<file path="config.mk">
export PLATFORM = sky130hd
export DESIGN_NAME = system_registers
export DESIGN_NICKNAME = d
export VERILOG_FILES = /design/src/soc_pkg.sv /design/src/system_registers.sv
export VERILOG_INCLUDE_DIRS = /design/src
export SDC_FILE = /design/constraint.sdc
export NUM_CORES = 1
export LEC_CHECK = 0
export BUFFER_PORTS_ARGS = -buffer_cell sky130_fd_sc_hd__buf_2
export CAP_MARGIN = 20
export CORE_AREA = 2 2 79 81
export CTS_BUF_LIST = sky130_fd_sc_hd__clkbuf_8
export DETAILED_ROUTE_END_ITERATION = 7
export DIE_AREA = 0 0 81 83
export PLACE_DENSITY = 0.74
export SLEW_MARGIN = 20
export SYNTH_ARGS = -nofsm -noshare
export SYNTH_HDL_FRONTEND = slang
export SYNTH_SLANG_ARGS = --single-unit
</file>
<file path="constraint.sdc">
create_clock -name clock -period 3.75 [get_ports clock]
set_input_delay 0.375 -clock clock [delete_from_list [all_inputs] [get_ports clock]]
set_output_delay 0.375 -clock clock [all_outputs]
set_load 0.05 [all_outputs]
</file>
<file path="src/soc_defs.svh">
`ifndef SOC_DEFS_SVH
`define SOC_DEFS_SVH

// Near regions from address bits 31..28
`define SOC_REGION_RAM       4'd2
`define SOC_REGION_BRIDGE    4'd5

// Far regions from address bits 27..24
`define SOC_FAR_TIMER        4'd5
`define SOC_FAR_IRQ          4'd8
`define SOC_FAR_SYSREG       4'd9

// On-chip RAM depth in words
`define SOC_RAM_WORDS        256

`define SOC_DEVICE_ID        32'd6

// Timer registers
`define SOC_TIMER_COUNTER    4'd0
`define SOC_TIMER_COMPARE    4'd1

// Interrupt controller registers
`define SOC_IRQ_PENDING      4'd0
`define SOC_IRQ_ENABLE       4'd1

// System registers
`define SOC_SYSREG_ID        4'd0
`define SOC_SYSREG_RAM_SIZE  4'd1
`define SOC_SYSREG_LEDS      4'd2
`define SOC_SYSREG_SCRATCH   4'd3

`endif

</file>
<file path="src/soc_pkg.sv">
`default_nettype none

package soc_pkg;

	// Bus address or data word
	typedef logic [31:0] word_t;

	// Near side uses bits 31..28, far side bits 27..24
	typedef logic [3:0] region_t;

	// Register index from address bits 5..2
	typedef logic [3:0] reg_index_t;

	// Bit 0 timer, bit 1 external input
	typedef logic [1:0] irq_vec_t;

endpackage

`default_nettype wire

</file>
<file path="src/system_registers.sv">
`timescale 1ns/10ps
`default_nettype none

`include "soc_defs.svh"

module system_registers (
	input wire clock,
	input wire i_rst_n,

	input wire i_request,
	input wire i_rw,
	input wire soc_pkg::reg_index_t i_index,
	input wire soc_pkg::word_t i_wdata,
	output soc_pkg::word_t o_rdata,
	output logic o_ready,

	output logic [7:0] o_leds
);

	soc_pkg::word_t scratch;
	logic access, write;

	assign access = i_request && !o_ready;
	assign write = access && i_rw;

	// Id and RAM size are constants
	always_ff @(posedge clock) begin
		if (!i_rst_n) begin
			o_leds <= 8'd0;
			o_ready <= 1'b0;
		end else begin
			o_ready <= access;
			if (write && i_index == `SOC_SYSREG_LEDS)
				o_leds <= i_wdata[7:0];
		end
	end

	always_ff @(posedge clock) begin
		if (write && i_index == `SOC_SYSREG_SCRATCH)
			scratch <= i_wdata;
		if (access) begin
			case (i_index)
				`SOC_SYSREG_ID:       o_rdata <= `SOC_DEVICE_ID;
				`SOC_SYSREG_RAM_SIZE: o_rdata <= 32'(`SOC_RAM_WORDS * 4);
				`SOC_SYSREG_LEDS:     o_rdata <= {24'd0, o_leds};
				`SOC_SYSREG_SCRATCH:  o_rdata <= scratch;
				default:              o_rdata <= '0;
			endcase
		end
	end

endmodule

`default_nettype wire

</file>
# After elaboration in Yosys (flattened, before gate mapping)
# Index checks and enable logic that the tools add are counted.
word_totals:
  regBits: 73
  output_inout_bits: 41
  wordCells: 14
classes:
  n_eq_ne: 3
  mux: 1
  reduce_logical: 6
op_table:
  columns: ["operator", "count"]
  rows:
  - ["32-bit one-hot mux with 4 select lines", 1]
  - ["4-bit by 2-bit equality test with 1-bit output, second input constant", 2]
  - ["4-bit by 1-bit equality test with 1-bit output, second input constant", 1]
  - ["1-bit logical AND", 4]
  - ["4-bit logical NOT", 1]
  - ["1-bit logical NOT", 1]

# Logic depth before layout (Yosys ltp)
depth:
  ltp_word: 4
  depth_mapped: 4

# Worst setup path before layout
# OpenSTA, ideal clock, no wires.
synth_timing:
  path_type: "reg-to-reg"
  startpoint: "register o_ready"
  endpoint: "register scratch[0] (enable)"
  setup_ps: 392
  t_arrival_ps: 3074
  path_slack_ps: 283
  stages_incl_launch_ff: 3
  path_cell_list: "dfxtp_1 nor2b_1 and3_1"
synth_between:
  elab_chain_cells: 4
synth_rtl:
  columns: ["item", "line_no", "rtl"]
  rows:
  - ["start: declaration", "system_registers.sv:15", "output logic o_ready,"]
  - ["start signal: assignment", "system_registers.sv:32", "o_ready <= access;"]
  - ["1-bit logical NOT", "system_registers.sv:23", "assign access = i_request && !o_ready;"]
  - ["1-bit logical AND", "system_registers.sv:23", null]
  - ["named net access", "system_registers.sv:21", "logic access, write;"]
  - ["1-bit logical AND", "system_registers.sv:24", "assign write = access && i_rw;"]
  - ["1-bit logical AND (no line)", null, null]
  - ["end signal: assignment", "system_registers.sv:40", "scratch <= i_wdata;"]
  - ["end: declaration", "system_registers.sv:20", "soc_pkg::word_t scratch;"]
# The timed path passes the listed nets, and every way through them passes these cells.
# A chain may end at the register's enable or synchronous reset.

# Final worst setup path
layout_timing:
  startpoint: "input i_index[3]"
  endpoint: "register scratch[29] (enable)"
layout_between:
  elab_chain_cells: 2
layout_rtl:
  columns: ["item", "line_no", "rtl"]
  rows:
  - ["start: declaration", "system_registers.sv:12", "input wire soc_pkg::reg_index_t i_index,"]
  - ["4-bit by 2-bit equality test with 1-bit output", null, null]
  - ["1-bit logical AND (no line)", null, null]
# Every way passes these cells.

==> impl_metrics.json <==
{
  "worstSkewPairLatency_ns": 0.33,
  "peakVddDrop_uv": 218.2,
  "crit_path_end_kind": "flop",
  "io_buffers": 80,
  "nFillCells": 500,
  "yosys_warnings": 0,
  "ys_ff_latch": 73,
  "chipWidth_um": 81,
  "r2r_cells": 4,
  "synth_flop_cell": "edfxtp_1",
  "syn2layout_area_growth_pct": 25.64,
  "dr.pass1.iters": 4,
  "coreArea_um2": 5816,
  "grt_start_max_net_pins": 36,
  "io_pins": 81,
  "clock_tree.root_cell": "clkbuf_8",
  "ant_nets": 0,
  "period_minus_slack_ns": 2.030,
  "overflow": 0,
  "grt.total_usage": 0.1300,
  "final_common_cell": "buf_2",
  "path_clk_slew_ns": 0.07,
  "n_antenna_cell": 0,
  "syn_area_um2": 2586,
  "r2r-start": "o_ready",
  "hold_class": "in2reg",
  "core.rowCount": 28,
  "maxCapViolCount": 0,
  "holdCritStartpoint": "i_wdata[11]",
  "postCtsResizedCells": 0,
  "cts_sinks": 73,
  "worstHoldPathCells": 1,
  "die_h_um": 83,
  "slowest_stage": "and3_2",
  "finalSetupViolCount": 0,
  "crit_fanout": 30,
  "seq_area_frac_synth": 0.8128,
  "postCtsSetupBuffers": 0,
  "synthCells": 150,
  "synth_edf_count": 64,
  "stdcell_area_um2": 3249,
  "leakage_uw": 0.001325,
  "r2r_setup_slack_ns": 1.77,
  "grt_antenna_before_repair": 0,
  "arrival_ns": 2.04,
  "maxSlewHeadroom": 0.6858,
  "cts_tree": "built",
  "drc": 0,
  "final_max_slew_viol_count": 0,
  "crit_type": "in2reg",
  "dp_cells": 301,
  "cp_top_family": "simple AND/OR/NAND/NOR gates",
  "path_buf_inv": 2,
  "tns_ns": 0,
  "finalWeightedCongestion": 0.7927,
  "p_total_uw": 1567,
  "clk_path_buf_depth": 2,
  "dieArea_um2": 6723,
  "wl_per_cell_um": 12.63,
  "synth_nets": 190,
  "cp-start-kind": "input pin",
  "outcome": "finished, final reports clean",
  "grt_pass1_wl_um": 6258,
  "tightest_slew_ns": 0.4713,
  "rsz0062_at_grt": "false",
  "fin_worst_skew_ns": 0.009993,
  "start_util": 0.4447,
  "whs_endpoint": "scratch[11]",
  "place_area_um2": 3073,
  "routed_wl_um": 4003,
  "layout.nets": 277,
  "synth-async-reset-ratio": 0,
  "ys_types": 17,
  "clock.fmax_mhz": 492.5,
  "numCtsBuffers": 9,
  "drt_iter0_drc": 102,
  "path_cells": "buf_2 -> nor2_1 -> and3_2 -> and3_1 -> buf_4",
  "powerDensity_nw_per_um2": 482.4,
  "cp_data_required_time_ns": 3.76,
  "reg2reg_to": "scratch[29]",
  "period_share": 0.5414,
  "crit_cells": 5,
  "slowest_delay_ns": 0.48,
  "cts_max_level": 3,
  "first_global_vias": 1283,
  "synth.avg_cell_area_um2": 17.24,
  "vias": 1447,
  "ctsHoldBuffers": 0,
  "hpwl_um": 2861,
  "most-common-layout-cells": "buf_2 (80), edfxtp_1 (64), and2_1 (26)",
  "drive_gt1_frac": 0.4091,
  "hold_viol": 0,
  "via_per_inst": 4.565,
  "stdcell_count": 317
}
-- metrics by stage --
step	utilization	setup WS (ns)	hold WS (ns)
3_3_place_gp	0.5284	1.433	0.4698
3_5_place_dp	0.5284	1.357	0.4772
4_1_cts	0.5587	1.721	0.1921
5_1_grt	0.5587	1.547	0.1899
2_1_floorplan	-	0.2834	0.4739
6_report	0.5587	1.720	0.2120
-- cell usage after synthesis (2+ instances only) --
library cell,number,share of area
nand3_1,2,0.0039
clkbuf_1,5,0.0073
dfxtp_1,9,0.070
edfxtp_1,64,0.74
nor2b_1,3,0.0073
o21ai_0,2,0.0039
a22o_1,6,0.020
and2_1,26,0.063
mux2i_1,8,0.031
and3_1,2,0.0048
nand2_1,17,0.025
-- worst reg2reg max path, cell delays in order, from the launching register on --
cell	delay, ns
dfxtp_1	0.33
nor2b_4	0.10
buf_4	0.36
and3_1	0.48
buf_4	0.37
-- power by group --
group	switching, uW	internal [uW]
registers	5.36	904
logic	97.2	34.8
clock network	257	269
-- worst max-delay path by stage --
| stage | startpoint | end | slack, ns |
|---|---|---|---|
| finish | i_index[3] | scratch[29] | 1.72 |
| CTS | i_index[3] | scratch[20] | 1.72 |
| global placement | i_index[3] | scratch[11] | 1.43 |
| global route | i_index[3] | scratch[25] | 1.55 |
| floorplan | o_ready | scratch[0] | 0.28 |
| detailed placement | i_index[3] | scratch[19] | 1.36 |
-- per-layer routing --
metal	up-vias	part of all wire	track usage
met2	68	0.45	0.1863
met5	-	0	0
met3	9	0.083	0.03696
met4	0	0.021	0.08320
met1	655	0.44	0.1721
li1	715	-	-
-- area by class of cell --
class,count,area [um^2],share of cell area
sequential,73,2102,0.6469
inverter,1,3.754,0.001155
tap,75,93.84,0.02888
multi-input combinational,70,457.9,0.1409
clock inverter,5,25.02,0.007701
clock buffer,11,151.4,0.04659
timing repair buffer,82,415.4,0.1278
-- registers in the layout, indices dropped and copies added, names as in the netlist --
register and flops:
o_ready 1, o_rdata 32, scratch 32, o_leds 8
-- cells by family after synthesis --
family                 share of synthesized area
AND/OR/NAND/NOR                           0.1171
AO/OA/AOI/OAI                            0.02612
buffers and inverters                    0.01306
flip-flops                                0.8128
multiplexers                             0.03096
Power figures use the tool's default switching activity.
