===== config.mk =====
export PLATFORM = sky130hd
export DESIGN_NAME = interval_timer
export DESIGN_NICKNAME = d
export VERILOG_FILES = /design/src/soc_pkg.sv /design/src/interval_timer.sv
export VERILOG_INCLUDE_DIRS = /design/src
export SDC_FILE = /design/constraint.sdc
export NUM_CORES = 1
export LEC_CHECK = 0
export ABC_AREA = 1
export ABC_CLOCK_PERIOD_IN_PS = 4990
export BUFFER_PORTS_ARGS = -buffer_cell sky130_fd_sc_hd__buf_2
export CORE_UTILIZATION = 59
export CTS_BUF_LIST = sky130_fd_sc_hd__clkbuf_4
export CTS_CLUSTER_DIAMETER = 40
export DETAILED_ROUTE_END_ITERATION = 10
export PLACE_DENSITY = 0.84
export SLEW_MARGIN = 15
export SYNTH_ARGS = -nofsm -noshare
export SYNTH_HDL_FRONTEND = slang
export SYNTH_SLANG_ARGS = --single-unit

===== constraint.sdc =====
create_clock -name clock -period 4.99 [get_ports clock]
set_input_delay 0.998 -clock clock [delete_from_list [all_inputs] [get_ports clock]]
set_output_delay 0.998 -clock clock [all_outputs]
set_load 0.05 [all_outputs]

===== src/soc_defs.svh =====
`ifndef SOC_DEFS_SVH
`define SOC_DEFS_SVH

// Near regions from address bits 31..28
`define SOC_REGION_RAM       4'd2
`define SOC_REGION_BRIDGE    4'd5

// Far regions from address bits 27..24
`define SOC_FAR_TIMER        4'd5
`define SOC_FAR_IRQ          4'd8
`define SOC_FAR_SYSREG       4'd9

// On-chip RAM depth in words
`define SOC_RAM_WORDS        256

`define SOC_DEVICE_ID        32'd6

// Timer registers
`define SOC_TIMER_COUNTER    4'd0
`define SOC_TIMER_COMPARE    4'd1

// Interrupt controller registers
`define SOC_IRQ_PENDING      4'd0
`define SOC_IRQ_ENABLE       4'd1

// System registers
`define SOC_SYSREG_ID        4'd0
`define SOC_SYSREG_RAM_SIZE  4'd1
`define SOC_SYSREG_LEDS      4'd2
`define SOC_SYSREG_SCRATCH   4'd3

`endif


===== src/soc_pkg.sv =====
`default_nettype none

package soc_pkg;

	// Bus address or data word
	typedef logic [31:0] word_t;

	// Near side uses bits 31..28, far side bits 27..24
	typedef logic [3:0] region_t;

	// Register index from address bits 5..2
	typedef logic [3:0] reg_index_t;

	// Bit 0 timer, bit 1 external input
	typedef logic [1:0] irq_vec_t;

endpackage

`default_nettype wire


===== src/interval_timer.sv =====
`timescale 1ns/10ps
`default_nettype none

`include "soc_defs.svh"

module interval_timer (
	input wire clock,
	input wire i_rst_n,

	input wire i_request,
	input wire i_rw,
	input wire soc_pkg::reg_index_t i_index,
	input wire soc_pkg::word_t i_wdata,
	output soc_pkg::word_t o_rdata,
	output logic o_ready,

	output logic o_irq
);

	soc_pkg::word_t counter, compare;
	logic access, write;

	assign access = i_request && !o_ready;
	assign write = access && i_rw;

	always_ff @(posedge clock) begin
		if (!i_rst_n) begin
			counter <= '0;
			compare <= '0;
			o_irq <= 1'b0;
			o_ready <= 1'b0;
		end else begin
			o_ready <= access;
			if (write && i_index == `SOC_TIMER_COUNTER)
				counter <= i_wdata;
			else
				counter <= counter + 32'd1;
			// Irq holds until compare is rewritten
			if (write && i_index == `SOC_TIMER_COMPARE) begin
				compare <= i_wdata;
				o_irq <= 1'b0;
			end else if (compare != '0 && counter == compare) begin
				o_irq <= 1'b1;
			end
		end
	end

	always_ff @(posedge clock) begin
		if (access) begin
			case (i_index)
				`SOC_TIMER_COUNTER: o_rdata <= counter;
				`SOC_TIMER_COMPARE: o_rdata <= compare;
				default:            o_rdata <= '0;
			endcase
		end
	end

endmodule

`default_nettype wire


* Word level (Yosys, flattened, before mapping)
Cells that the tools add are included.
** Word-level totals
- Register bits :: 98
- Bits of input ports :: 40
- Output and inout bits :: 34
- Word-level logic and storage cells :: 20
** Cells by class
- Add/sub/neg operators :: 1
- Equal/unequal tests :: 2
- Muxes and demuxes :: 2
- Bitwise operators :: 1
- Reduce and logical (&&, ||, !) cells :: 9
** Operators with widths (count)
- case mux 32 bit (2 select lines) :: 1
- adder 32 x 1 -> 32 bit (second input constant) :: 1
- equality test 32 bit :: 1
- 2-to-1 mux 32 bit :: 1
- nonzero test 32 bit :: 1
- logical AND 1 bit :: 5
- equality test 4 x 1 -> 1 bit (second input constant) :: 1
- zero test 4 bit :: 1
- OR reduction 2 bit :: 1
- zero test 1 bit :: 1
- NOT 1 bit :: 1

* Depth between registers and ports, before layout
- Word-level depth :: 5
- Depth in mapped cells :: 11

* Worst setup path before layout
Ideal clock, no wire load.
- Path kind :: input to register
- From :: in i_request
- To :: reg compare[19]
- Setup time :: 128 ps
- Arrival time :: 3391 ps
- Path slack :: 1471 ps
- Cell stages on the path :: 8
- Cell sequence :: inv_1 -> nor2_1 -> nand2_1 -> nor2_4 -> inv_2 -> clkbuf_1 -> o21ai_0 -> a21oi_1
** On the way
- Longest elaborated chain between the ends :: 3
** Ends and longest elaborated chain
- from (decl) :: RTL line interval_timer.sv:10 : input wire i_request,
- logical AND 1 bit :: RTL line interval_timer.sv:23 : assign access = i_request && !o_ready;
- named net access :: RTL line interval_timer.sv:21 : logic access, write;
- logical AND 1 bit :: RTL line interval_timer.sv:24 : assign write = access && i_rw;
- logical AND 1 bit (no line)
- to (signal assigned) :: RTL line interval_timer.sv:40 : compare <= i_wdata;
- to (decl) :: RTL line interval_timer.sv:20 : soc_pkg::word_t counter, compare;
The timed path passes the listed nets, and every way through them passes these cells.
A chain may end at the register's enable or synchronous reset.

* Worst setup path in the final report
- From :: in i_index[3]
- To :: reg compare[7]
** On the way
- Longest elaborated chain between the ends :: 2
** Ends and longest elaborated chain
- from (decl) :: RTL line interval_timer.sv:12 : input wire soc_pkg::reg_index_t i_index,
- equality test 4 x 1 -> 1 bit
- logical AND 1 bit (no line)
No other way between the ends.

==> metrics.csv <==
stage,metric,value,unit
logic_synthesis,synthesis.nets,726,
pwr,p_leak,2.588,nW
routing,detailroute.via_count,4854,
logic_synthesis,synth_sequential_area_ratio,44.72,%
logic_synthesis,netlist-cell-type-count,39,
sta,rsz_0062_raised_after_global_routing,false,
routing,route.detailed.wl_per_inst,16.34,µm
layout,design_area,0.005605,mm²
cts,cts_tree,yes,
cts,cts_clock_pin_slew_for_the_worst_setup_and_hold_paths,0.15,ns
routing,per_cell_via_count_in_the_routed_design,5.671,
routing,drc,0,
global_routing,number_of_global_route_vias_before_repair,4349,
cts,clock_tree.root_cell,clkbuf_4,
cts,clkLatencyLatePin,0.47,ns
critical_path,timing.critical_path.to_type,register,
run_status,outcome,finished clean,
layout,postLayoutCoreUtil,67.54,%
routing,drt.antenna.violating_nets,0,
floorplan,initial_utilization,61.50,%
layout,n_antenna_cell,0,
sta,setup_violations,0,
place,placement.io_buffers,73,
job,cap_violations,0,
logic_synthesis,synthArstFlopShare,0,%
place,postPlaceCellArea,0.005479,mm²
layout,final.fill_count,722,
sta,final.min_clock_period,2.968,ns
layout,drive_above_1_share,14.91,%
cts,total_clock_sinks,98,
critical_path,crit_path_arrival_time,3.32,ns
global_routing,track_usage,32.73,%
routing,routed_wirelength,13990,µm
logic_synthesis,yosys_most_used_dff,dfxtp_1,
pwr,power_per_cell_area,254.6,mW/mm²
floorplan,pin_count,74,
cts,ctsHoldBuffers,0,
layout,syn2layout_area_growth,9.831,%
critical_path,critPathMaxFanout,41,
critical_path,worstPathRequired,5.34,ns
cts,post_cts.resized_instances,0,
routing,initialDrtViolationCount,505,
floorplan,die_height,95.01,µm
logic_synthesis,synthesis.area_per_instance,7.451,µm²
sta,clock_skew,0.01608,ns
floorplan,placeableCoreArea,0.008299,mm²
sta,tightest_slew,0.9154,ns
sta,fin_setup_tns,0,ns
place,gp_congestion,0.9614,
sta,timing.max_slew.rel_slack,38.91,%
global_routing,globalRouteOverflowTotal,0,
sta,final_critical_path_setup_slack,2.022,ns
sta,final_min_period_over_clock_period,59.47,%
place,post_detail_place_hpwl,10190,µm
cts,htree_levels,3,
pwr,irDropWorstVdd,157.9,µV
layout,nets,787,
floorplan,std_cell_rows,33,
routing,detailedRoute.firstPassIterationCount,5,
cts,cts_inserted_buffers,9,
logic_synthesis,yosys_warnings,0,
floorplan,horizontal_die_dimension,95.01,µm
sta,timing.final.max_slew_violations,0,
sta,max_clk_rate,0.3370,GHz
critical_path,cp-start-kind,input port,
logic_synthesis,syn_inst,685,
logic_synthesis,synth_enable_flop_cells,32,
global_routing,number_of_antenna_violations_at_the_first_check_in_global_routing,0,
global_routing,grt_max_degree,45,
floorplan,dieArea,0.009026,mm²
place,dpl_worst_slack,1.610,ns
sta,hold_vio_cnt_final,0,
global_routing,grt_first_pass_wirelength,22000,µm
critical_path,worstSetupPathType,in2reg,
hold_path,hold_path.class,reg2reg,
logic_synthesis,ys_seq_elements,98,
cts,post_cts.repair.setup_buffers,0,
cts,clk_buf_depth,2,
logic_synthesis,synth.cell_area,0.005104,mm²
flip-flops by register name, summed over array words and instances (netlist names):
name,flops
o_rdata,32
o_ready,1
compare,32
counter,32
o_irq,1
power breakdown:
group	internal [mW]	switching (mW)
combinational	0.0475	0.119
sequential	0.844	0.0146
clock	0.114	0.289
total	1.01	0.422
layout by cell type, fill, tap and decap left out, types with 2 or more instances in the layout:
cell and n:
nand2_1 149, inv_1 115, buf_2 73, dfxtp_1 66, a21oi_1 57, o21ai_0 56, nor2_1 45, edfxtp_1 32
nand3_1 29, o22ai_1 20, nor3_1 19, xnor2_1 17, xor2_1 14, clkbuf_4 10, nand4_1 7, nor2_4 5
o21ai_1 5, nand2_2 4, clkinvlp_4 3, inv_2 2, nor2_2 2, nand3_2 2, a31oi_1 2
area by class of cell:
| class | count | area [µm²] | area share, % |
|---|---|---|---|
| Tap cell | 105 | 131.4 | 2.344 |
| Clock buffer | 10 | 75.07 | 1.339 |
| Multi-Input combinational cell | 445 | 2248 | 40.11 |
| Clock inverter | 6 | 51.30 | 0.9152 |
| Inverter | 118 | 444.2 | 7.924 |
| Timing Repair Buffer | 74 | 372.9 | 6.652 |
| Sequential cell | 98 | 2282 | 40.71 |
critical path, cell delays in order:
cell     delay, ns
buf_2         0.10
or2_4         0.26
inv_1         0.10
nand2_2       0.34
nor2_4        0.81
inv_2         0.37
o21ai_0       0.25
a21oi_1       0.07
Yosys cell counts (5+ instances only):
cell	number	area, µm²
nand2_1	149	559.3
inv_1	115	431.7
dfxtp_1	66	1321
a21oi_1	57	285.3
o21ai_0	56	280.3
nor2_1	46	172.7
edfxtp_1	32	960.9
nand3_1	29	145.1
o22ai_1	20	125.1
nor3_1	19	95.09
xnor2_1	17	148.9
xor2_1	14	122.6
clkbuf_1	8	30.03
buf_2	7	35.03
nand4_1	7	43.79
nor2_4	5	56.30
o21ai_1	5	25.02
worst paths after layout:
check,start,to,slack [ns],cells after the start
worst max-delay path,i_index[3],compare[7],2.02,8
worst max register to register,o_ready,compare[7],2.80,6
worst min-delay path,o_irq,o_irq,0.47,2
worst min register to register,o_irq,o_irq,0.47,2
stage by stage:
step                      cells  hold slack [ns]  power (mW)
after floorplan             685           0.4707      0.9891
after global placement      840           0.4487       1.034
after detailed placement    840           0.4502       1.040
after CTS                   856           0.4701       1.421
after global routing        856           0.5096       1.477
final                       856           0.4707       1.427
layer usage:
metal  part of all wire, %  GRT usage [%]  vias to the layer above
met2                    44          51.56                      295
met4                   2.2          10.35                        0
met3                    13          5.797                       29
met5                     0              0                        -
li1                      -              -                     2323
met1                    41          45.54                     2207
kinds of logic after synthesis:
group	count (synthesis)	share of synthesized area, %
and+or+nand+nor	268	23.12
xor gates and xnor gates	31	5.320
DFF	98	44.72
adders and majority gates	1	0.2451
buffers and inverters	142	11.28
AOI/OAI and AO/OA	145	15.32
(Power assumes the default switching activity.)
