==> src/soc_defs.svh <==
`ifndef SOC_DEFS_SVH
`define SOC_DEFS_SVH

// Near regions from address bits 31..28
`define SOC_REGION_RAM       4'd2
`define SOC_REGION_BRIDGE    4'd5

// Far regions from address bits 27..24
`define SOC_FAR_TIMER        4'd5
`define SOC_FAR_IRQ          4'd8
`define SOC_FAR_SYSREG       4'd9

// On-chip RAM depth in words
`define SOC_RAM_WORDS        256

`define SOC_DEVICE_ID        32'd6

// Timer registers
`define SOC_TIMER_COUNTER    4'd0
`define SOC_TIMER_COMPARE    4'd1

// Interrupt controller registers
`define SOC_IRQ_PENDING      4'd0
`define SOC_IRQ_ENABLE       4'd1

// System registers
`define SOC_SYSREG_ID        4'd0
`define SOC_SYSREG_RAM_SIZE  4'd1
`define SOC_SYSREG_LEDS      4'd2
`define SOC_SYSREG_SCRATCH   4'd3

`endif

==> src/soc_pkg.sv <==
`default_nettype none

package soc_pkg;

	// Bus address or data word
	typedef logic [31:0] word_t;

	// Near side uses bits 31..28, far side bits 27..24
	typedef logic [3:0] region_t;

	// Register index from address bits 5..2
	typedef logic [3:0] reg_index_t;

	// Bit 0 timer, bit 1 external input
	typedef logic [1:0] irq_vec_t;

endpackage

`default_nettype wire

==> src/far_bridge.sv <==
`timescale 1ns/10ps
`default_nettype none

`include "soc_defs.svh"

module far_bridge (
	input wire clock,
	input wire i_rst_n,

	// Near side
	input wire i_request,
	input wire i_rw,
	input wire [27:0] i_address,
	input wire soc_pkg::word_t i_wdata,
	output soc_pkg::word_t o_rdata,
	output logic o_ready,

	// Far side, shared by all peripherals
	output logic o_far_rw,
	output soc_pkg::reg_index_t o_far_index,
	output soc_pkg::word_t o_far_wdata,

	output logic o_timer_request,
	input wire soc_pkg::word_t i_timer_rdata,
	input wire i_timer_ready,

	output logic o_irq_request,
	input wire soc_pkg::word_t i_irq_rdata,
	input wire i_irq_ready,

	output logic o_sysreg_request,
	input wire soc_pkg::word_t i_sysreg_rdata,
	input wire i_sysreg_ready
);

	soc_pkg::region_t region_r;
	logic far_request_r, start, unmapped_ready;
	logic timer_sel, irq_sel, sysreg_sel, unmapped_sel;
	logic far_ready;
	soc_pkg::word_t far_rdata;

	// Near request stays up through our ready cycle
	assign start = i_request && !far_request_r && !o_ready;

	assign timer_sel = region_r == `SOC_FAR_TIMER;
	assign irq_sel = region_r == `SOC_FAR_IRQ;
	assign sysreg_sel = region_r == `SOC_FAR_SYSREG;
	assign unmapped_sel = !(timer_sel || irq_sel || sysreg_sel);

	assign o_timer_request = far_request_r && timer_sel;
	assign o_irq_request = far_request_r && irq_sel;
	assign o_sysreg_request = far_request_r && sysreg_sel;

	assign far_rdata =
		timer_sel  ? i_timer_rdata  :
		irq_sel    ? i_irq_rdata    :
		sysreg_sel ? i_sysreg_rdata :
		'0;

	assign far_ready =
		timer_sel  ? i_timer_ready  :
		irq_sel    ? i_irq_ready    :
		sysreg_sel ? i_sysreg_ready :
		unmapped_ready;

	always_ff @(posedge clock) begin
		if (!i_rst_n) begin
			far_request_r <= 1'b0;
			unmapped_ready <= 1'b0;
			o_ready <= 1'b0;
		end else begin
			o_ready <= far_request_r && far_ready;
			unmapped_ready <= far_request_r && unmapped_sel && !unmapped_ready;
			if (start)
				far_request_r <= 1'b1;
			else if (far_ready)
				far_request_r <= 1'b0;
		end
	end

	always_ff @(posedge clock) begin
		if (start) begin
			region_r <= i_address[27:24];
			o_far_index <= i_address[5:2];
			o_far_rw <= i_rw;
			o_far_wdata <= i_wdata;
		end
		if (far_request_r && far_ready)
			o_rdata <= far_rdata;
	end

endmodule

`default_nettype wire

==> config.mk <==
export PLATFORM = sky130hd
export DESIGN_NAME = far_bridge
export DESIGN_NICKNAME = d
export VERILOG_FILES = /design/src/soc_pkg.sv /design/src/far_bridge.sv
export VERILOG_INCLUDE_DIRS = /design/src
export SDC_FILE = /design/constraint.sdc
export NUM_CORES = 1
export LEC_CHECK = 0
export BUFFER_PORTS_ARGS = -buffer_cell sky130_fd_sc_hd__buf_2
export CAP_MARGIN = 20
export CORE_AREA = 2 2 91 93
export CTS_BUF_LIST = sky130_fd_sc_hd__clkbuf_8
export DETAILED_ROUTE_END_ITERATION = 16
export DIE_AREA = 0 0 93 95
export PLACE_DENSITY_LB_ADDON = 0.25
export SLEW_MARGIN = 25
export SYNTH_ARGS = -nofsm -noshare
export SYNTH_HDL_FRONTEND = slang
export SYNTH_SLANG_ARGS = --single-unit
export TNS_END_PERCENT = 50
==> constraint.sdc <==
create_clock -name clock -period 11.6 [get_ports clock]
set_input_delay 0 -clock clock [delete_from_list [all_inputs] [get_ports clock]]
set_output_delay 0 -clock clock [all_outputs]
set_load 0.005 [all_outputs]
==> impl_metrics.ini, run 1 <==
[outcome]
status = stopped before the end
haltStage = clock tree synthesis (4_1_cts)
firstError = [ERROR RSZ-0060] Max buffer count reached.

[synthesis]
yosys-top-cells-area = edfxtp_1 (75%), a222oi_1 (11%), inv_1 (4.2%)
netlist_instances = 175
yosysTopAreaCellShare = 0.746
yosys_warnings = 0
synth_seq_cells = 76
synth.distinct_cells = 23
yosysSeqAreaShare = 0.767
syn_area_um2 = 2940
synth_largest_area_cell = edfxtp_1
avgSynthCellArea_um2 = 16.8
synth.net_count = 338

[floorplan]
ios = 236
fp-row-count = 33
die_w_um = 93
start_util = 0.371
dieHeight_um = 95

[clock_network]
post_cts_buffers = 0
cts_resized = 0
cts_root_buf = clkbuf_8
cts_buffer_depth = 2
numClockSinks = 76
htree_levels = 3
cts_hold_buf = 103
cts_buffers = 9

[placed_design]
dp_hpwl_um = 5580
dpl_cell_area_um2 = 4180
portBuffers = 215
place_congestion = 0.730
==> metrics by stage <==
stage               instances   util  setup slack, ns
global placement          488  0.527             8.96
detailed placement        488  0.527             8.91
floorplan                 175      -             7.58
==> cells in the mapped netlist <==
cell,n
or4b_4,1
a31oi_1,2
nand4b_1,1
or4bb_1,2
inv_1,33
nor4bb_1,2
dfxtp_1,3
nor3_1,1
edfxtp_1,73
nand2_1,2
buf_4,1
nand4_2,1
nor2_1,3
a222oi_1,32
buf_2,9
nand3_1,1
a41o_1,1
and2_2,2
nor4b_2,1
clkbuf_1,1
nand4bb_1,1
nor3b_1,1
a21o_1,1
==> cell families after synthesis <==
logic type / Yosys count / share of synthesized area
buffers and inverters: 44 / 0.0613
and+or+nand+nor: 19 / 0.0528
AOI/OAI and AO/OA: 36 / 0.119
DFF: 76 / 0.767
==> run 2: changes to the inputs <==
Settings changed: CORE_AREA 2 2 91 93 to default, CORE_UTILIZATION from default to 28, CTS_BUF_LIST sky130_fd_sc_hd__clkbuf_8 to default, DIE_AREA 0 0 93 95 to default, PLACE_DENSITY_LB_ADDON 0.25 to 0.15.
==> run 2 against run 1 <==
  * The run now ends clean
  * Synthesized area did not move
  * Synthesized cell count unchanged
==> impl_metrics.ini, run 2 <==
[run]
drv_cap = 0

[clock_network]
cts_root_buf = clkbuf_8
htree_levels = 3
cts_resized = 0
tritoncts = done
numClockSinks = 76
cts_buffer_depth = 2
cts.clk_slew.worst_paths_ns = 0.08
cts_buffers = 9
insertion_delay_ns = 0.34

[global_routing]
grt_pass1_wl_um = 14200
first_global_vias = 3079
gr-usage-all-layers = 0.169
antenna_found_initial = 0
grt_start_max_net_pins = 42
grt-ovfl-total = 0

[power]
clockPowerShare = 0.314
leakagePower_nw = 2.50
p_sw_frac = 0.228
internal_power_mw = 0.483
ir_worst_vdd_uv = 45.8
seqPwrFrac = 0.526
powerDensity_nw_per_um2 = 114
p_sw_mw = 0.143
comb_power_share = 0.160

[sta]
finalSetupViolCount = 0
whs_ns = 0.0244
hold_violations = 0
slew_viol_final = 0
finClkSkew_ns = 0.00635
max_freq_mhz = 430
slew_headroom = 0.546
rsz0062_at_grt = false
fin_ws_ns = 9.27
post-route-period-util = 0.201
period_minus_slack_ns = 2.33
worstMarginPinSlew_ns = 0.680
setup_tns_ns = 0

[synthesis]
yosysMostFrequentCell = edfxtp_1
synth_seq_cells = 76
yosys-top-cells-area = edfxtp_1 (75%), a222oi_1 (11%), inv_1 (4.2%)
synth-main-ff-cell = edfxtp_1
synth_edf_count = 73
synth.net_count = 338
syn_area_um2 = 2940
yosys_warnings = 0
avgSynthCellArea_um2 = 16.8
synthArstFlopShare = 0
synth_largest_area_cell = edfxtp_1
synth.distinct_cells = 23
netlist_instances = 175
yosysSeqAreaShare = 0.767
synth_top_cells_by_count = edfxtp_1 (73), inv_1 (33), a222oi_1 (32)
yosysTopAreaCellShare = 0.746

[floorplan]
ios = 236
fp-row-count = 37
core_region_area_um2 = 10200
die-area_um2 = 10900
die_w_um = 104
dieHeight_um = 104
start_util = 0.287

[outcome]
status = finished clean

[placed_design]
post-place-ws_ns = 9.39
dp_hpwl_um = 5630
place_congestion = 0.734
portBuffers = 215
dp.cells = 520

[min_path]
hp-class = in -> reg

[setup_path]
cp.arrival_ns = 2.42
crit_path_max_fanout = 32
critPathRequiredTime_ns = 11.70
critPathLaunchType = flop
cp-end-kind = flop
worstSetupPathType = reg -> reg

[drt]
finalWirelength_um = 9000
viasPerCell = 4.58
post_drt_wl_per_cell_um = 14.0
drt_iter0_markers = 264
post-route-drc-count = 0
firstDrtPassIters = 6
vias = 2938
antenna_left = 0

[cells_and_area]
fillers = 911
nNetsFinal = 664
diodes = 0
final_cell_mix = buf_2 (215), dlygate4sd3_1 (106), edfxtp_1 (73)
fin_cells = 642
drive_gt1_frac = 0.482
final_common_cell = buf_2
reg.largest.list = o_far_wdata x32, o_rdata x32
area_growth_pct = 87.1
[run 2: cell counts after synthesis]
Identical to the previous run, type by type.
[run 2: cell type report]
cell class | count | area (um2) | area share
Multi-Input combinational cell | 55 | 564 | 0.103
Clock inverter | 6 | 62.6 | 0.0114
Sequential cell | 76 | 2250 | 0.410
Inverter | 33 | 124 | 0.0225
Clock buffer | 10 | 128 | 0.0232
Tap cell | 136 | 170 | 0.0310
Timing Repair Buffer | 326 | 2190 | 0.399
[run 2: kinds of logic after synthesis]
kind of cell	Yosys count	share of synthesized area
AO/OA/AOI/OAI	36	0.119
buffers and inverters	44	0.0613
flip-flops	76	0.767
AND/OR/NAND/NOR	19	0.0528
[run 2: final timing paths]
check | from | to | slack, ns | depth (start not counted)
setup / recovery | region_r[0] | o_rdata[6] | 9.27 | 5
hold / removal | i_sysreg_ready | o_ready | 0.02 | 3
setup reg to reg | region_r[0] | o_rdata[6] | 9.27 | 5
hold reg to reg | unmapped_ready | unmapped_ready | 0.45 | 1
[run 2: routing by layer]
layer | global-route usage | share of wire
met5 | 0 | 0
met4 | 0.0796 | 0.025
met3 | 0.0338 | 0.064
met2 | 0.317 | 0.53
met1 | 0.179 | 0.38
[run 2: what timing repair did]
item,4_1_cts,5_1_grt
hold buffers,106,0
buffers inserted,0,0
endpoints found under the setup margin,0,0
endpoints found under the hold margin,76,0
[run 2: critical path, stage by stage, from the launching register on]
cell           delay, ns
edfxtp_1            0.52
nor4bb_4            0.23
buf_4               0.27
a222oi_1            0.39
dlygate4sd3_1       0.60
inv_1               0.05
[run 2: metrics by stage]
stage | area [um2] | total power, mW | util
after floorplan | 2940 | 0.359 | -
after global placement | 4220 | 0.403 | 0.412
after detailed placement | 4240 | 0.406 | 0.415
after CTS | 5500 | 0.632 | 0.537
after global routing | 5500 | 0.657 | 0.537
final | 5500 | 0.626 | 0.537
[run 2: power groups by stage]
stage	Sequential (mW)	Combinational, mW	Clock, mW
floorplan	0.338	0.0217	0
global placement	0.335	0.0685	0
detailed placement	0.335	0.0710	0
CTS	0.329	0.0998	0.203
global route	0.331	0.109	0.217
finish	0.329	0.100	0.197
(Power assumes the default switching activity.)
==> run 3: changes to the inputs <==
Settings changed: ABC_AREA from default to 1.
Clock period 11.6 ns to 1.99 ns, I/O delays scaled along.
==> run 3 against run 2 <==
  * Die area increased by 3.9%
  * First-iteration DRC count shrank 13%
  * Critical endpoint is now o_rdata[10]
  * Non-clock buffer count increased by 22
  * Largest power group unchanged
  * Via count rose by 13%
  * Count of clock-buffer cells in the layout fell by 1
  * Sequential cell count did not move
  * Critical path depth is 2 higher
  * Clock power rose to 7.2 times the previous value
  * Worst setup slack worse by 9.2 ns
  * Register-to-register slack worse by 9.2 ns
==> impl_metrics.ini, run 3 <==
[cells_and_area]
area_growth_pct = 91.4
diodes = 0
final_cell_mix = buf_2 (215), dlygate4sd3_1 (123), nand2_1 (76)
fin_cells = 743
fin_util = 0.559
nNetsFinal = 765
reg.largest.list = o_far_wdata x32, o_rdata x32
fillers = 890
drive_gt1_frac = 0.410
final_common_cell = buf_2

[sta]
hold_violations = 0
setup_tns_ns = 0
max_freq_mhz = 535
slew_viol_final = 0
period_minus_slack_ns = 1.87
post-route-period-util = 0.939
slew_headroom = 0.848
finalSetupViolCount = 0
finClkSkew_ns = 0.00904
rsz0062_at_grt = false
worstMarginPinSlew_ns = 0.229

[drt]
antenna_left = 0
post-route-drc-count = 0
finalWirelength_um = 10500
firstDrtPassIters = 4
drt_iter0_markers = 231
post_drt_wl_per_cell_um = 14.1
viasPerCell = 4.45
vias = 3310

[floorplan]
die_w_um = 106
start_util = 0.292
fp-row-count = 37
dieHeight_um = 106
core_region_area_um2 = 10500
die-area_um2 = 11300
ios = 236

[power]
ir_worst_vdd_uv = 461
leakagePower_nw = 2.70
powerDensity_nw_per_um2 = 660
internal_power_mw = 3.02
clockPowerShare = 0.366
p_sw_mw = 0.841
seqPwrFrac = 0.484
p_sw_frac = 0.218
finalPower_mw = 3.86
comb_power_share = 0.151

[synthesis]
synth_top_cells_by_count = nand2_1 (76), edfxtp_1 (73), nand3_1 (67)
synth_largest_area_cell = edfxtp_1
synth.net_count = 418
synth_seq_cells = 76
synth_compound_area_frac = 0.00328
yosys.area_share.simple = 0.228
synth_top_family_by_area = simple AND/OR/NAND/NOR gates
yosys-top-cells-area = edfxtp_1 (72%), nand3_1 (11%), nand2_1 (9.3%)
synth_edf_count = 73
synth-main-ff-cell = edfxtp_1
yosysSeqAreaShare = 0.737
syn_area_um2 = 3060
netlist_instances = 255
yosys_warnings = 0
yosys.area_share.adder = 0
yosysMostFrequentCell = nand2_1
avgSynthCellArea_um2 = 12.0
yosys-mux-area-fraction = 0
synth_xor_area_frac = 0
synthArstFlopShare = 0
yosysTopAreaCellShare = 0.717
synth.distinct_cells = 14

[placed_design]
dp.cells = 604
dp_hpwl_um = 6380
portBuffers = 215
place_congestion = 0.742

[outcome]
status = finished clean

[clock_network]
cts_root_buf = clkbuf_8
cts_buffer_depth = 2
htree_levels = 3
post_cts_buffers = 0
tritoncts = done
cts_buffers = 9
cts.clk_slew.worst_paths_ns = 0.08
insertion_delay_ns = 0.35
numClockSinks = 76

[min_path]
hp-class = in -> reg

[setup_path]
critPathRequiredTime_ns = 2.21
critPathLaunchType = flop
worstSetupPathType = reg -> reg
cp-end-kind = flop
cp.arrival_ns = 2.08
crit_path_max_fanout = 13

[global_routing]
grt-ovfl-total = 0
gr-usage-all-layers = 0.180
first_global_vias = 3322
antenna_found_initial = 0
grt_start_max_net_pins = 42
grt_pass1_wl_um = 15500

[run]
drv_cap = 0
==> run 3: cell types whose count changed after synthesis, moves of 3 or more <==
cell	delta
nand2_1	+74
nand3_1	+66
a222oi_1	-32
inv_1	-26
buf_2	+3
inv_2	+3
nor2_4	+3
==> run 3: layout make-up <==
type                    count  area, um2  share of cell area
repair buffers            348       2430               0.416
flip-flops and latches     76       2250               0.385
multi-input cells         157        719               0.123
well taps                 136        170              0.0291
clock buffers               9        124              0.0212
clock inverters             7        115              0.0197
inverters                  10       37.5             0.00642
==> run 3: worst max-delay path: stages (launching register included) <==
cell           delay [ns]
edfxtp_1             0.47
inv_2                0.07
nand2_1              0.07
nor2_4               0.18
buf_4                0.23
nand2_1              0.07
nand3_1              0.09
dlygate4sd3_1        0.56
==> run 3: stage by stage <==
| step | cell area, um2 | setup WS, ns | hold WS, ns |
|---|---|---|---|
| after global placement | 4370 | 0.263 | 0.177 |
| after CTS | 5840 | 0.0138 | 0.105 |
| final | 5850 | 0.122 | 0.126 |
| after global routing | 5850 | 0.0175 | 0.180 |
| after floorplan | 3070 | -0.0485 | 0.0989 |
| after detailed placement | 4370 | 0.254 | 0.178 |
==> run 3: logic make-up after synthesis <==
group | Yosys count
AOI/OAI and AO/OA | 2
buffers and inverters | 22
DFF | 76
and+or+nand+nor | 155
==> run 3: repair_timing <==
item	in CTS	in global routing
hold endpoints to repair	76	0
hold buffers	123	0
resized for setup	0	4
endpoints found under the setup margin	0	16
==> run 3: power groups by stage <==
stage               Clock (mW)  Sequential, mW  Combinational [mW]
floorplan                    0            1.91               0.117
global placement             0            1.90               0.380
detailed placement           0            1.90               0.384
CTS                       1.45            1.87               0.570
global route              1.52            1.87               0.627
finish                    1.41            1.87               0.582
==> run 3: final timing paths <==
kind / cells after the start / start / end / slack (ns)
worst max-delay path: 7 / region_r[1] / o_rdata[10] / 0.12
worst min-delay path: 7 / i_timer_ready / o_ready / 0.13
worst max register to register: 7 / region_r[1] / o_rdata[10] / 0.12
worst min register to register: 1 / unmapped_ready / unmapped_ready / 0.43
==> run 3: layer usage <==
layer,vias to the layer above,share of wire,track usage,routed length [um]
met1,1506,0.38,0.187,3980
met4,0,0.024,0.0930,252
li1,1588,-,-,-
met3,22,0.11,0.0619,1130
met2,194,0.49,0.321,5110
met5,-,0,0,0
