File: src/soc_defs.svh
`ifndef SOC_DEFS_SVH
`define SOC_DEFS_SVH

// Near regions from address bits 31..28
`define SOC_REGION_RAM       4'd2
`define SOC_REGION_BRIDGE    4'd5

// Far regions from address bits 27..24
`define SOC_FAR_TIMER        4'd5
`define SOC_FAR_IRQ          4'd8
`define SOC_FAR_SYSREG       4'd9

// On-chip RAM depth in words
`define SOC_RAM_WORDS        256

`define SOC_DEVICE_ID        32'd6

// Timer registers
`define SOC_TIMER_COUNTER    4'd0
`define SOC_TIMER_COMPARE    4'd1

// Interrupt controller registers
`define SOC_IRQ_PENDING      4'd0
`define SOC_IRQ_ENABLE       4'd1

// System registers
`define SOC_SYSREG_ID        4'd0
`define SOC_SYSREG_RAM_SIZE  4'd1
`define SOC_SYSREG_LEDS      4'd2
`define SOC_SYSREG_SCRATCH   4'd3

`endif

File: src/soc_pkg.sv
`default_nettype none

package soc_pkg;

	// Bus address or data word
	typedef logic [31:0] word_t;

	// Near side uses bits 31..28, far side bits 27..24
	typedef logic [3:0] region_t;

	// Register index from address bits 5..2
	typedef logic [3:0] reg_index_t;

	// Bit 0 timer, bit 1 external input
	typedef logic [1:0] irq_vec_t;

endpackage

`default_nettype wire

File: src/interrupt_controller.sv
`timescale 1ns/10ps
`default_nettype none

`include "soc_defs.svh"

module interrupt_controller (
	input wire clock,
	input wire i_rst_n,

	input wire i_request,
	input wire i_rw,
	input wire soc_pkg::reg_index_t i_index,
	input wire soc_pkg::word_t i_wdata,
	output soc_pkg::word_t o_rdata,
	output logic o_ready,

	input wire soc_pkg::irq_vec_t i_sources,
	output logic o_interrupt
);

	soc_pkg::irq_vec_t sources_q, rising, pending, enable, clear;
	logic access, write;

	assign access = i_request && !o_ready;
	assign write = access && i_rw;

	// Edge detect on each source
	assign rising = i_sources & ~sources_q;

	// Write one to clear
	assign clear = (write && i_index == `SOC_IRQ_PENDING) ? i_wdata[1:0] : 2'b00;

	always_ff @(posedge clock) begin
		if (!i_rst_n) begin
			sources_q <= '0;
			pending <= '0;
			enable <= '0;
			o_ready <= 1'b0;
		end else begin
			o_ready <= access;
			sources_q <= i_sources;
			pending <= (pending & ~clear) | rising;
			if (write && i_index == `SOC_IRQ_ENABLE)
				enable <= i_wdata[1:0];
		end
	end

	always_ff @(posedge clock) begin
		if (access) begin
			case (i_index)
				`SOC_IRQ_PENDING: o_rdata <= {30'd0, pending};
				`SOC_IRQ_ENABLE:  o_rdata <= {30'd0, enable};
				default:          o_rdata <= '0;
			endcase
		end
	end

	assign o_interrupt = |(pending & enable);

endmodule

`default_nettype wire

File: config.mk
export PLATFORM = sky130hd
export DESIGN_NAME = interrupt_controller
export DESIGN_NICKNAME = d
export VERILOG_FILES = /design/src/soc_pkg.sv /design/src/interrupt_controller.sv
export VERILOG_INCLUDE_DIRS = /design/src
export SDC_FILE = /design/constraint.sdc
export NUM_CORES = 1
export LEC_CHECK = 0
export ABC_AREA = 1
export BUFFER_PORTS_ARGS = -buffer_cell sky130_fd_sc_hd__buf_4
export CAP_MARGIN = 20
export CORE_UTILIZATION = 30
export CTS_CLUSTER_SIZE = 20
export DETAILED_ROUTE_END_ITERATION = 6
export PLACE_DENSITY = 0.8
export REMOVE_ABC_BUFFERS = 1
export SYNTH_ARGS = -nofsm -noshare
export SYNTH_HDL_FRONTEND = slang
export SYNTH_SLANG_ARGS = --single-unit
File: constraint.sdc
create_clock -name clock -period 1.1 [get_ports clock]
set_input_delay 0.11 -clock clock [delete_from_list [all_inputs] [get_ports clock]]
set_output_delay 0.11 -clock clock [all_outputs]
set_load 0.1 [all_outputs]
# == Yosys cells after proc, flatten, opt, wreduce, memory -nomap -nowiden ==
# Index checks and enable logic that the tools add are counted.
# word_totals
inputBits,42
wordCells,21
ff_bits,39
# op_classes
n_bitwise,6
reduce_logical,7
n_mux,2
eq_ne,1
# ops
cell,count
bitwise AND 2 bit,3
== test 4 x 1 -> 1 bit (second input constant),1
logical AND 1 bit,4
zero test 4 bit,1
inverter 2 bit,2
case mux 2 bit (2 select lines),1
two-way mux 2 bit,1
bitwise OR 2 bit,1
OR reduction 2 bit,1
zero test 1 bit,1

# == Depth between registers and ports, before layout ==
# Gate-level depths: netlist of run 1.
# logic_depth
ltp_word,8
mapped_depth,6

# == Worst setup path before layout of run 1 ==
# OpenSTA, ideal clock, no wires.
# synth_timing
kind,register to output
from,register enable[1]
to,output o_interrupt
path_buffers,0
arrival_time_ns,1.839
setup_slack_ns,-0.849
required_time_ns,0.990
stages_incl_launch_ff,3
path_cell_list,dfxtp_1 > inv_1 > o22ai_1
# synth_between
elab_chain_cells,2
# synth_rtl
element,line,text
from (decl),interrupt_controller.sv:21,"soc_pkg::irq_vec_t sources_q, rising, pending, enable, clear;"
from (signal assigned),interrupt_controller.sv:44,enable <= i_wdata[1:0];
bitwise AND 2 bit,interrupt_controller.sv:58,assign o_interrupt = |(pending & enable);
OR reduction 2 bit,interrupt_controller.sv:58,
to (decl),interrupt_controller.sv:18,output logic o_interrupt
# No other way between the ends.

# == Worst setup path in the final report of run 1 ==
# layout_timing
from,register enable[0]
to,output o_interrupt
# The elaborated chain is that of the path after synthesis.

==> results_dict.tcl, run 1 <==
set metrics [dict create \
    synth_area_um2 684 \
    firstDrtPassIters 4 \
    clock_skew_ns 0.00619 \
    clkLatencyLatePin_ns 0.26 \
    die_area_um2 2480 \
    core_area_um2 2060 \
    path_class "register to output port" \
    layout_common_cells "conb_1, inv_1, nand2_1, buf_4, nor2_1" \
    drt_iter0_markers 8 \
    ys_ff_latch 9 \
    grt_pass1_wl_mm 1.55 \
    final-hold-violation-count 0 \
    routed_wl_mm 1.05 \
    cpLargestDelayFamily "flip-flops" \
    min_path_cells 3 \
    globalplace.congestion 0.792 \
    synth-seq-area-share 0.293 \
    track_usage 0.0890 \
    hold_start "i_sources[0]" \
    fp-row-count 16 \
    nets 157 \
    clock_sinks 9 \
    cts_inserted_buffers 3 \
    cts.path.max_buffers 2 \
    clock.fmax_mhz 879 \
    r2r_slack_ns 0.16 \
    grt_setup_unrepaired "true" \
    pin_count 76 \
    die_w_um 49.8 \
    peakVddDrop_mv 0.699 \
    run_status "complete, but fails checks" \
    via_count 501 \
    intPower_uw 555 \
    arrival_ns 1.03 \
    crit_buf_inv 2 \
    initial_core_util 0.332 \
    crit_required_ns 0.99 \
    maxSlewViolCount 0 \
    min_period_over_period 1.03 \
    cellPowerDensity_nw_per_um2 1570 \
    vias_per_cell 3.55 \
    seqPwrFrac 0.297 \
    p_leak_nw 0.432 \
    crit_path_cell_trace "inv_2, o22ai_4, buf_12" \
    htree_levels 1 \
    antennaDiodeCount 0 \
    place_hpwl_um 832 \
    r2r_start "o_ready$_SDFF_PN0_" \
    crit_fanout 2 \
    tritoncts "yes" \
    synthCells 95 \
    ys_types 14 \
    cp-start-kind "register" \
    tns_ns -0.0379 \
    clkTransAtPathRegs_ns 0.06 \
    hold_path_class "primary input to register" \
    violations "negative setup slack" \
    hold_slack_ns 0.0413 \
    layout.cells.most_common "conb_1" \
    root_buffer "clkbuf_4" \
    num-fill-cells 220 \
    end_kind "output port" \
    reg2reg_depth 6 \
    swShare 0.546 \
    switchingPower_uw 666 \
    worst_slack_ns -0.0379 \
    setup_viol_count_final 1 \
    period_needed_ns 1.14 \
    hold_buffers 0 \
    gr-total-overflow 0 \
    yosysWarnings 0 \
    setup.worst_path.start "enable[0]$_SDFFE_PN0P_" \
    grt_pass1_vias 417 \
    grt_max_degree 8 \
    area_growth_pct 13.5 \
    postLayoutCoreUtil 0.377 \
    r2r-end "enable[0]$_SDFFE_PN0P_" \
    synth.avg_cell_area_um2 7.20 \
    p_clk_frac 0.209 \
    slowest_delay_ns 0.33 \
    antenna_left 0 \
    min_to "sources_q[0]$_SDFF_PN0_" \
    die-height_um 49.8 \
    drc_errors 0 \
    drive_above_1_share 0.281 \
    critPathSlowestCell "dfxtp_2" \
    p_comb_frac 0.493 \
    antenna_found_initial 0 \
    port_buffers 15 \
    drv_cap 0 \
    wl_per_cell_um 7.44 \
    finalPower_mw 1.22 \
]
state kept, by name, summed over array words and instances (netlist names):
register	count
enable	2
o_rdata	2
o_ready	1
pending	2
sources_q	2
power groups by stage:
stage | Clock, mW | Sequential, mW | Combinational (mW)
6_report | 0.255 | 0.363 | 0.603
5_1_grt | 0.285 | 0.365 | 0.622
4_1_cts | 0.272 | 0.363 | 0.601
3_5_place_dp | 0 | 0.369 | 0.589
3_3_place_gp | 0 | 0.368 | 0.586
2_1_floorplan | 0 | 0.407 | 0.493
Yosys cell counts:
cell type,n,area share
buf_4,30,0.33
inv_1,18,0.099
nand2_1,15,0.082
nor2_1,8,0.044
dfxtp_1,7,0.20
nor2_2,3,0.027
o22ai_1,3,0.027
edfxtp_1,2,0.088
nand2_2,2,0.018
nand3_1,2,0.015
or2_0,2,0.018
conb_1,1,0.0055
nand3_4,1,0.026
nor2_4,1,0.016
stage by stage:
step | cell area [um^2] | cells | setup WS, ns
after floorplan | 568 | 94 | -0.849
after global placement | 714 | 136 | 0.135
after detailed placement | 714 | 136 | 0.120
after CTS | 777 | 141 | -0.0519
after global routing | 777 | 141 | -0.0882
final | 777 | 141 | -0.0379
kinds of logic (layout without fill, tap and decap cells):
| family | Yosys count | count (layout) | share of synthesized area |
|---|---|---|---|
| buf+inv | 48 | 38 | 0.428 |
| simple gates | 34 | 34 | 0.247 |
| flops | 9 | 9 | 0.293 |
| compound gates | 3 | 3 | 0.0274 |
| other cells | 1 | 30 | 0.00548 |
worst reg2reg max path: stages, from the launching register on:
cell and delay, ns:
dfxtp_1 0.31, inv_1 0.10, nand2_1 0.10, nor2_1 0.14, nand3_1 0.09, nand2_1 0.06
nor2_1 0.03
per-layer routing:
metal	routed length [um]	vias up	track usage
li1	-	257	-
met1	420	215	0.0887
met2	529	25	0.144
met3	66	4	0.0370
met4	32	0	0.0714
met5	0	-	0
area by class of cell:
class                   count  area (um^2)  share of cell area
clock buffers               4         26.3              0.0338
multi-input cells          67          314               0.404
flip-flops and latches      9          203               0.261
well taps                  27         33.8              0.0435
repair buffers             16          133               0.171
inverters                  18         67.6              0.0870
timing repair:
| action | in CTS | in global routing |
|---|---|---|
| gates resized for setup | 8 | 2 |
| setup buffers | 1 | 0 |
| pin swaps | 1 | 1 |
| setup endpoints to repair | 1 | 1 |
how the worst max path moves through the flow:
stage                       end  slack, ns  depth (start not counted)
CTS                 o_interrupt      -0.05                          3
finish              o_interrupt      -0.04                          3
detailed placement  o_interrupt       0.12                          3
global placement    o_interrupt       0.13                          3
global route        o_interrupt      -0.09                          3
floorplan           o_interrupt      -0.85                          2
Note: power is estimated with default switching activity, not from simulation.
==> run 2: changes to the inputs <==
- REMOVE_ABC_BUFFERS: 1 -> default
==> run 2 against run 1 <==
Compared with the run above:
- the flow still finishes with violations (negative setup slack)
- sequential share of layout area grew 0.61 points
- routed wire length shrank 9.8%
- largest power group unchanged
- power shrank 2.0%
- critical endpoint unchanged
- die area is the same
==> results_dict.tcl, run 2 (same netlist as run 1, synthesis figures left out) <==
set metrics [dict create \
    run_status "complete, but fails checks" \
    violations "negative setup slack" \
    min_path_cells 3 \
    crit_buf_inv 2 \
    nets 156 \
    die_area_um2 2480 \
    arrival_ns 1.01 \
    reg2reg_depth 6 \
    dpl_worst_slack_ns 0.118 \
    tritoncts "yes" \
    clock_skew_ns 0.00370 \
    drv_cap 0 \
    worst_slack_ns -0.0204 \
    grt_pass1_wl_mm 1.50 \
    instances_no_fill 140 \
    switchingPower_uw 647 \
    core_area_um2 2060 \
    wl_per_cell_um 6.76 \
    vias_per_cell 3.48 \
    finalPower_mw 1.20 \
    final-hold-violation-count 0 \
    min_period_over_period 1.02 \
    peakVddDrop_mv 0.889 \
    track_usage 0.0811 \
    p_clk_frac 0.199 \
    routed_wl_um 946 \
    via_count 487 \
    fin_area_um2 773 \
    crit_required_ns 0.99 \
    intPower_uw 549 \
    root_buffer "clkbuf_4" \
    critPathSlowestCell "dfxtp_2" \
    p_comb_frac 0.499 \
    register_area_um2 206 \
    fp-row-count 16 \
    r2r_start "o_ready$_SDFF_PN0_" \
    place_hpwl_um 857 \
    end_kind "output port" \
    grt_max_degree 8 \
    cts.path.max_buffers 2 \
    period_needed_ns 1.12 \
    crit_fanout 2 \
    clock_sinks 9 \
    r2r_slack_ns 0.12 \
    postLayoutCoreUtil 0.375 \
    cp-start-kind "register" \
    antenna_found_initial 0 \
    path_class "register to output port" \
    antenna_left 0 \
    clock.fmax_mhz 893 \
    setup.worst_path.start "enable[0]$_SDFFE_PN0P_" \
    gr-total-overflow 0 \
    swShare 0.541 \
    num-fill-cells 232 \
    slowest_delay_ns 0.33 \
    p_leak_nw 0.427 \
    crit_path_cell_trace "inv_2, o22ai_4, buf_12" \
    drt_iter0_markers 7 \
    firstDrtPassIters 2 \
    antennaDiodeCount 0 \
    min_to "sources_q[0]$_SDFF_PN0_" \
    drc_errors 0 \
    htree_levels 1 \
    cpLargestDelayFamily "flip-flops" \
    area_growth_pct 13.0 \
    maxSlewViolCount 0 \
    post_dp_cell_area_um2 732 \
    port_buffers 15 \
    hold_start "i_sources[0]" \
    die_w_um 49.8 \
    pin_count 76 \
    cts_inserted_buffers 3 \
    dp_cells 136 \
    globalplace.congestion 0.822 \
    multi_input_area_um2 314 \
    r2r-end "enable[1]$_SDFFE_PN0P_" \
    layout.cells.most_common "conb_1" \
    grt_setup_unrepaired "true" \
    grt_pass1_vias 399 \
    die-height_um 49.8 \
    hold_buffers 0 \
    hold_path_class "primary input to register" \
    clkLatencyLatePin_ns 0.25 \
    layout_common_cells "conb_1, inv_1, nand2_1" \
    drive_above_1_share 0.274 \
    initial_core_util 0.332 \
    cellPowerDensity_nw_per_um2 1550 \
    clkTransAtPathRegs_ns 0.06 \
    seqPwrFrac 0.302 \
    setup_viol_count_final 1 \
]
-- run 2: changes by cell type in the layout (fill, tap and decap cells not counted) --
cell	change
buf_4	-1
dfxtp_1	-1
inv_1	+1
inv_2	-1
dfxtp_4	+1
-- run 2: final cells by class --
cell class	instances	area share
clock buffers	4	0.0340
inverters	18	0.0874
multi-input cells	67	0.406
flip-flops and latches	9	0.267
well taps	27	0.0437
repair buffers	15	0.162
-- run 2: worst max path at each step --
stage / end / slack (ns) / depth (start not counted)
CTS: o_interrupt / -0.04 / 3
global placement: o_interrupt / 0.15 / 3
detailed placement: enable[1]$_SDFFE_PN0P_ / 0.12 / 6
finish: o_interrupt / -0.02 / 3
floorplan: o_interrupt / 0.04 / 2
global route: o_interrupt / -0.06 / 3
-- run 2: tightest hold or removal path, delay by kind of cell --
| kind | cells | cell delay (ns) |
|---|---|---|
| AND/OR/NAND/NOR | 1 | 0.05 |
| buffers and inverters | 2 | 0.11 |
-- run 2: power groups by stage --
stage          sequential (mW)  clock, mW  combinational [mW]
2_1_floorplan            0.406          0               0.582
3_3_place_gp             0.367          0               0.591
3_5_place_dp             0.368          0               0.594
4_1_cts                  0.362      0.251               0.596
5_1_grt                  0.364      0.274               0.617
6_report                 0.362      0.238               0.597
-- run 2: per-stage QoR --
step                      setup TNS [ns]  hold WS, ns
after floorplan                        0        0.213
after global placement                 0        0.305
after detailed placement               0        0.309
after CTS                        -0.0412       0.0421
after global routing             -0.0607       0.0602
final                            -0.0204       0.0504
-- run 2: timing repair --
| action | in CTS | in global routing |
|---|---|---|
| endpoints found under the setup margin | 1 | 1 |
| setup buffers | 0 | 0 |
| resized for setup | 6 | 1 |
| pin swaps | 1 | 1 |
-- run 2: routing by layer --
layer | part of all wire | global-route usage | up-vias
li1 | - | - | 253
met1 | 0.42 | 0.0844 | 206
met2 | 0.47 | 0.133 | 28
met3 | 0.11 | 0.0586 | 0
met4 | 0 | 0.0143 | 0
met5 | 0 | 0 | -
==> run 3: changes to the inputs <==
- PLACE_DENSITY: 0.8 -> 0.82
==> run 3 against run 2 <==
Compared with the run above:
- the flow still finishes with violations (negative setup slack)
- cell area unchanged
- global-route usage increased by 1.0 points
- core utilization unchanged
- die area unchanged
- routed wire length increased by 11%
- sequential share of layout area unchanged
- non-clock buffer count unchanged
- critical path type unchanged
==> results_dict.tcl, run 3 (same netlist as run 1, synthesis figures left out) <==
set metrics [dict create \
    intPower_uw 550 \
    track_usage 0.0913 \
    routed_wl_mm 1.05 \
    hold_slack_ns 0.0451 \
    layout.cells.most_common "conb_1" \
    grt_pass1_vias 394 \
    arrival_ns 1.01 \
    cellPowerDensity_nw_per_um2 1560 \
    cp-start-kind "register" \
    clock.fmax_mhz 894 \
    htree_levels 1 \
    pin_count 76 \
    dpl_worst_slack_ns 0.136 \
    period_needed_ns 1.12 \
    clock_sinks 9 \
    firstDrtPassIters 2 \
    initial_core_util 0.332 \
    fp-row-count 16 \
    core_area_um2 2060 \
    drive_above_1_share 0.283 \
    drv_cap 0 \
    switchingPower_uw 659 \
    layout_common_cells "conb_1, inv_1, nand2_1" \
    cts_inserted_buffers 3 \
    grt_setup_unrepaired "true" \
    finalPower_mw 1.21 \
    clkLatencyLatePin_ns 0.25 \
    crit_required_ns 0.99 \
    peakVddDrop_mv 0.667 \
    antenna_left 0 \
    drc_errors 0 \
    antenna_found_initial 0 \
    final-hold-violation-count 0 \
    port_buffers 15 \
    min_period_over_period 1.02 \
    via_count 492 \
    area_growth_pct 13.0 \
    grt_pass1_wl_mm 1.63 \
    die-height_um 49.8 \
    p_comb_frac 0.495 \
    cts.path.max_buffers 2 \
    globalplace.congestion 0.831 \
    vias_per_cell 3.51 \
    violations "negative setup slack" \
    run_status "complete, but fails checks" \
    grt_max_degree 8 \
    end_kind "output port" \
    hold_path_class "primary input to register" \
    die_w_um 49.8 \
    seqPwrFrac 0.300 \
    root_buffer "clkbuf_4" \
    drt_iter0_markers 4 \
    nets 156 \
    num-fill-cells 229 \
    tritoncts "yes" \
    clkTransAtPathRegs_ns 0.06 \
    gr-total-overflow 0 \
    p_clk_frac 0.205 \
    antennaDiodeCount 0 \
    path_class "register to output port" \
    p_leak_nw 0.428 \
    setup_viol_count_final 1 \
    swShare 0.545 \
    wl_per_cell_um 7.47 \
    clock_skew_ns 0.000192 \
    worst_slack_ns -0.0191 \
    place_hpwl_um 904 \
    die_area_um2 2480 \
    crit_fanout 2 \
    hold_buffers 0 \
    maxSlewViolCount 0 \
]
==> run 3: changes by cell type in the layout (fill, tap and decap cells not counted) <==
| cell | change |
|---|---|
| inv_2 | +1 |
| inv_1 | -1 |
==> run 3: through the flow <==
step           std cells  cell area (um^2)  TNS [ns]   util
6_report             140               773   -0.0191  0.375
5_1_grt              140               773   -0.0681  0.375
2_1_floorplan        124               811         0      -
3_5_place_dp         136               732         0  0.355
3_3_place_gp         136               732         0  0.355
4_1_cts              140               772   -0.0529  0.374
==> run 3: final timing paths <==
kind                                               from                       to  slack (ns)  cells past startpoint
worst min-delay path                       i_sources[0]  sources_q[0]$_SDFF_PN0_        0.05                      3
worst min register to register  sources_q[1]$_SDFF_PN0_    pending[1]$_SDFF_PN0_        0.48                      2
worst max register to register       o_ready$_SDFF_PN0_   enable[0]$_SDFFE_PN0P_        0.14                      6
worst max-delay path             enable[0]$_SDFFE_PN0P_              o_interrupt       -0.02                      3
==> run 3: cell type report <==
cell class                 count  area, um^2  area share
multi-input combinational     67         314       0.406
sequential                     9         206       0.267
timing repair buffer          15         125       0.162
inverter                      18        67.6      0.0874
tap                           27        33.8      0.0437
clock buffer                   4        26.3      0.0340
==> run 3: metal layers <==
layer,GRT usage,vias to the layer above,part of all wire
li1,-,256,-
met1,0.0933,207,0.41
met2,0.153,29,0.48
met3,0.0463,0,0.12
met4,0.0429,0,0
met5,0,-,0
==> run 3: worst max-delay path, stage by stage (launching register included) <==
cell and delay, ns:
dfxtp_2 0.33, inv_2 0.05, o22ai_4 0.18, buf_12 0.20
==> run 3: power by group through the flow <==
stage               logic (mW)  clock network [mW]  registers, mW
floorplan                0.582                   0          0.406
global placement         0.592                   0          0.367
detailed placement       0.596                   0          0.368
CTS                      0.598               0.270          0.362
global route             0.620               0.283          0.363
finish                   0.599               0.248          0.363
==> run 3: repair_timing <==
| item | in CTS | in global routing |
|---|---|---|
| setup endpoints to repair | 1 | 1 |
| pin swaps | 1 | 1 |
| gates resized for setup | 5 | 3 |
| setup buffers | 0 | 0 |
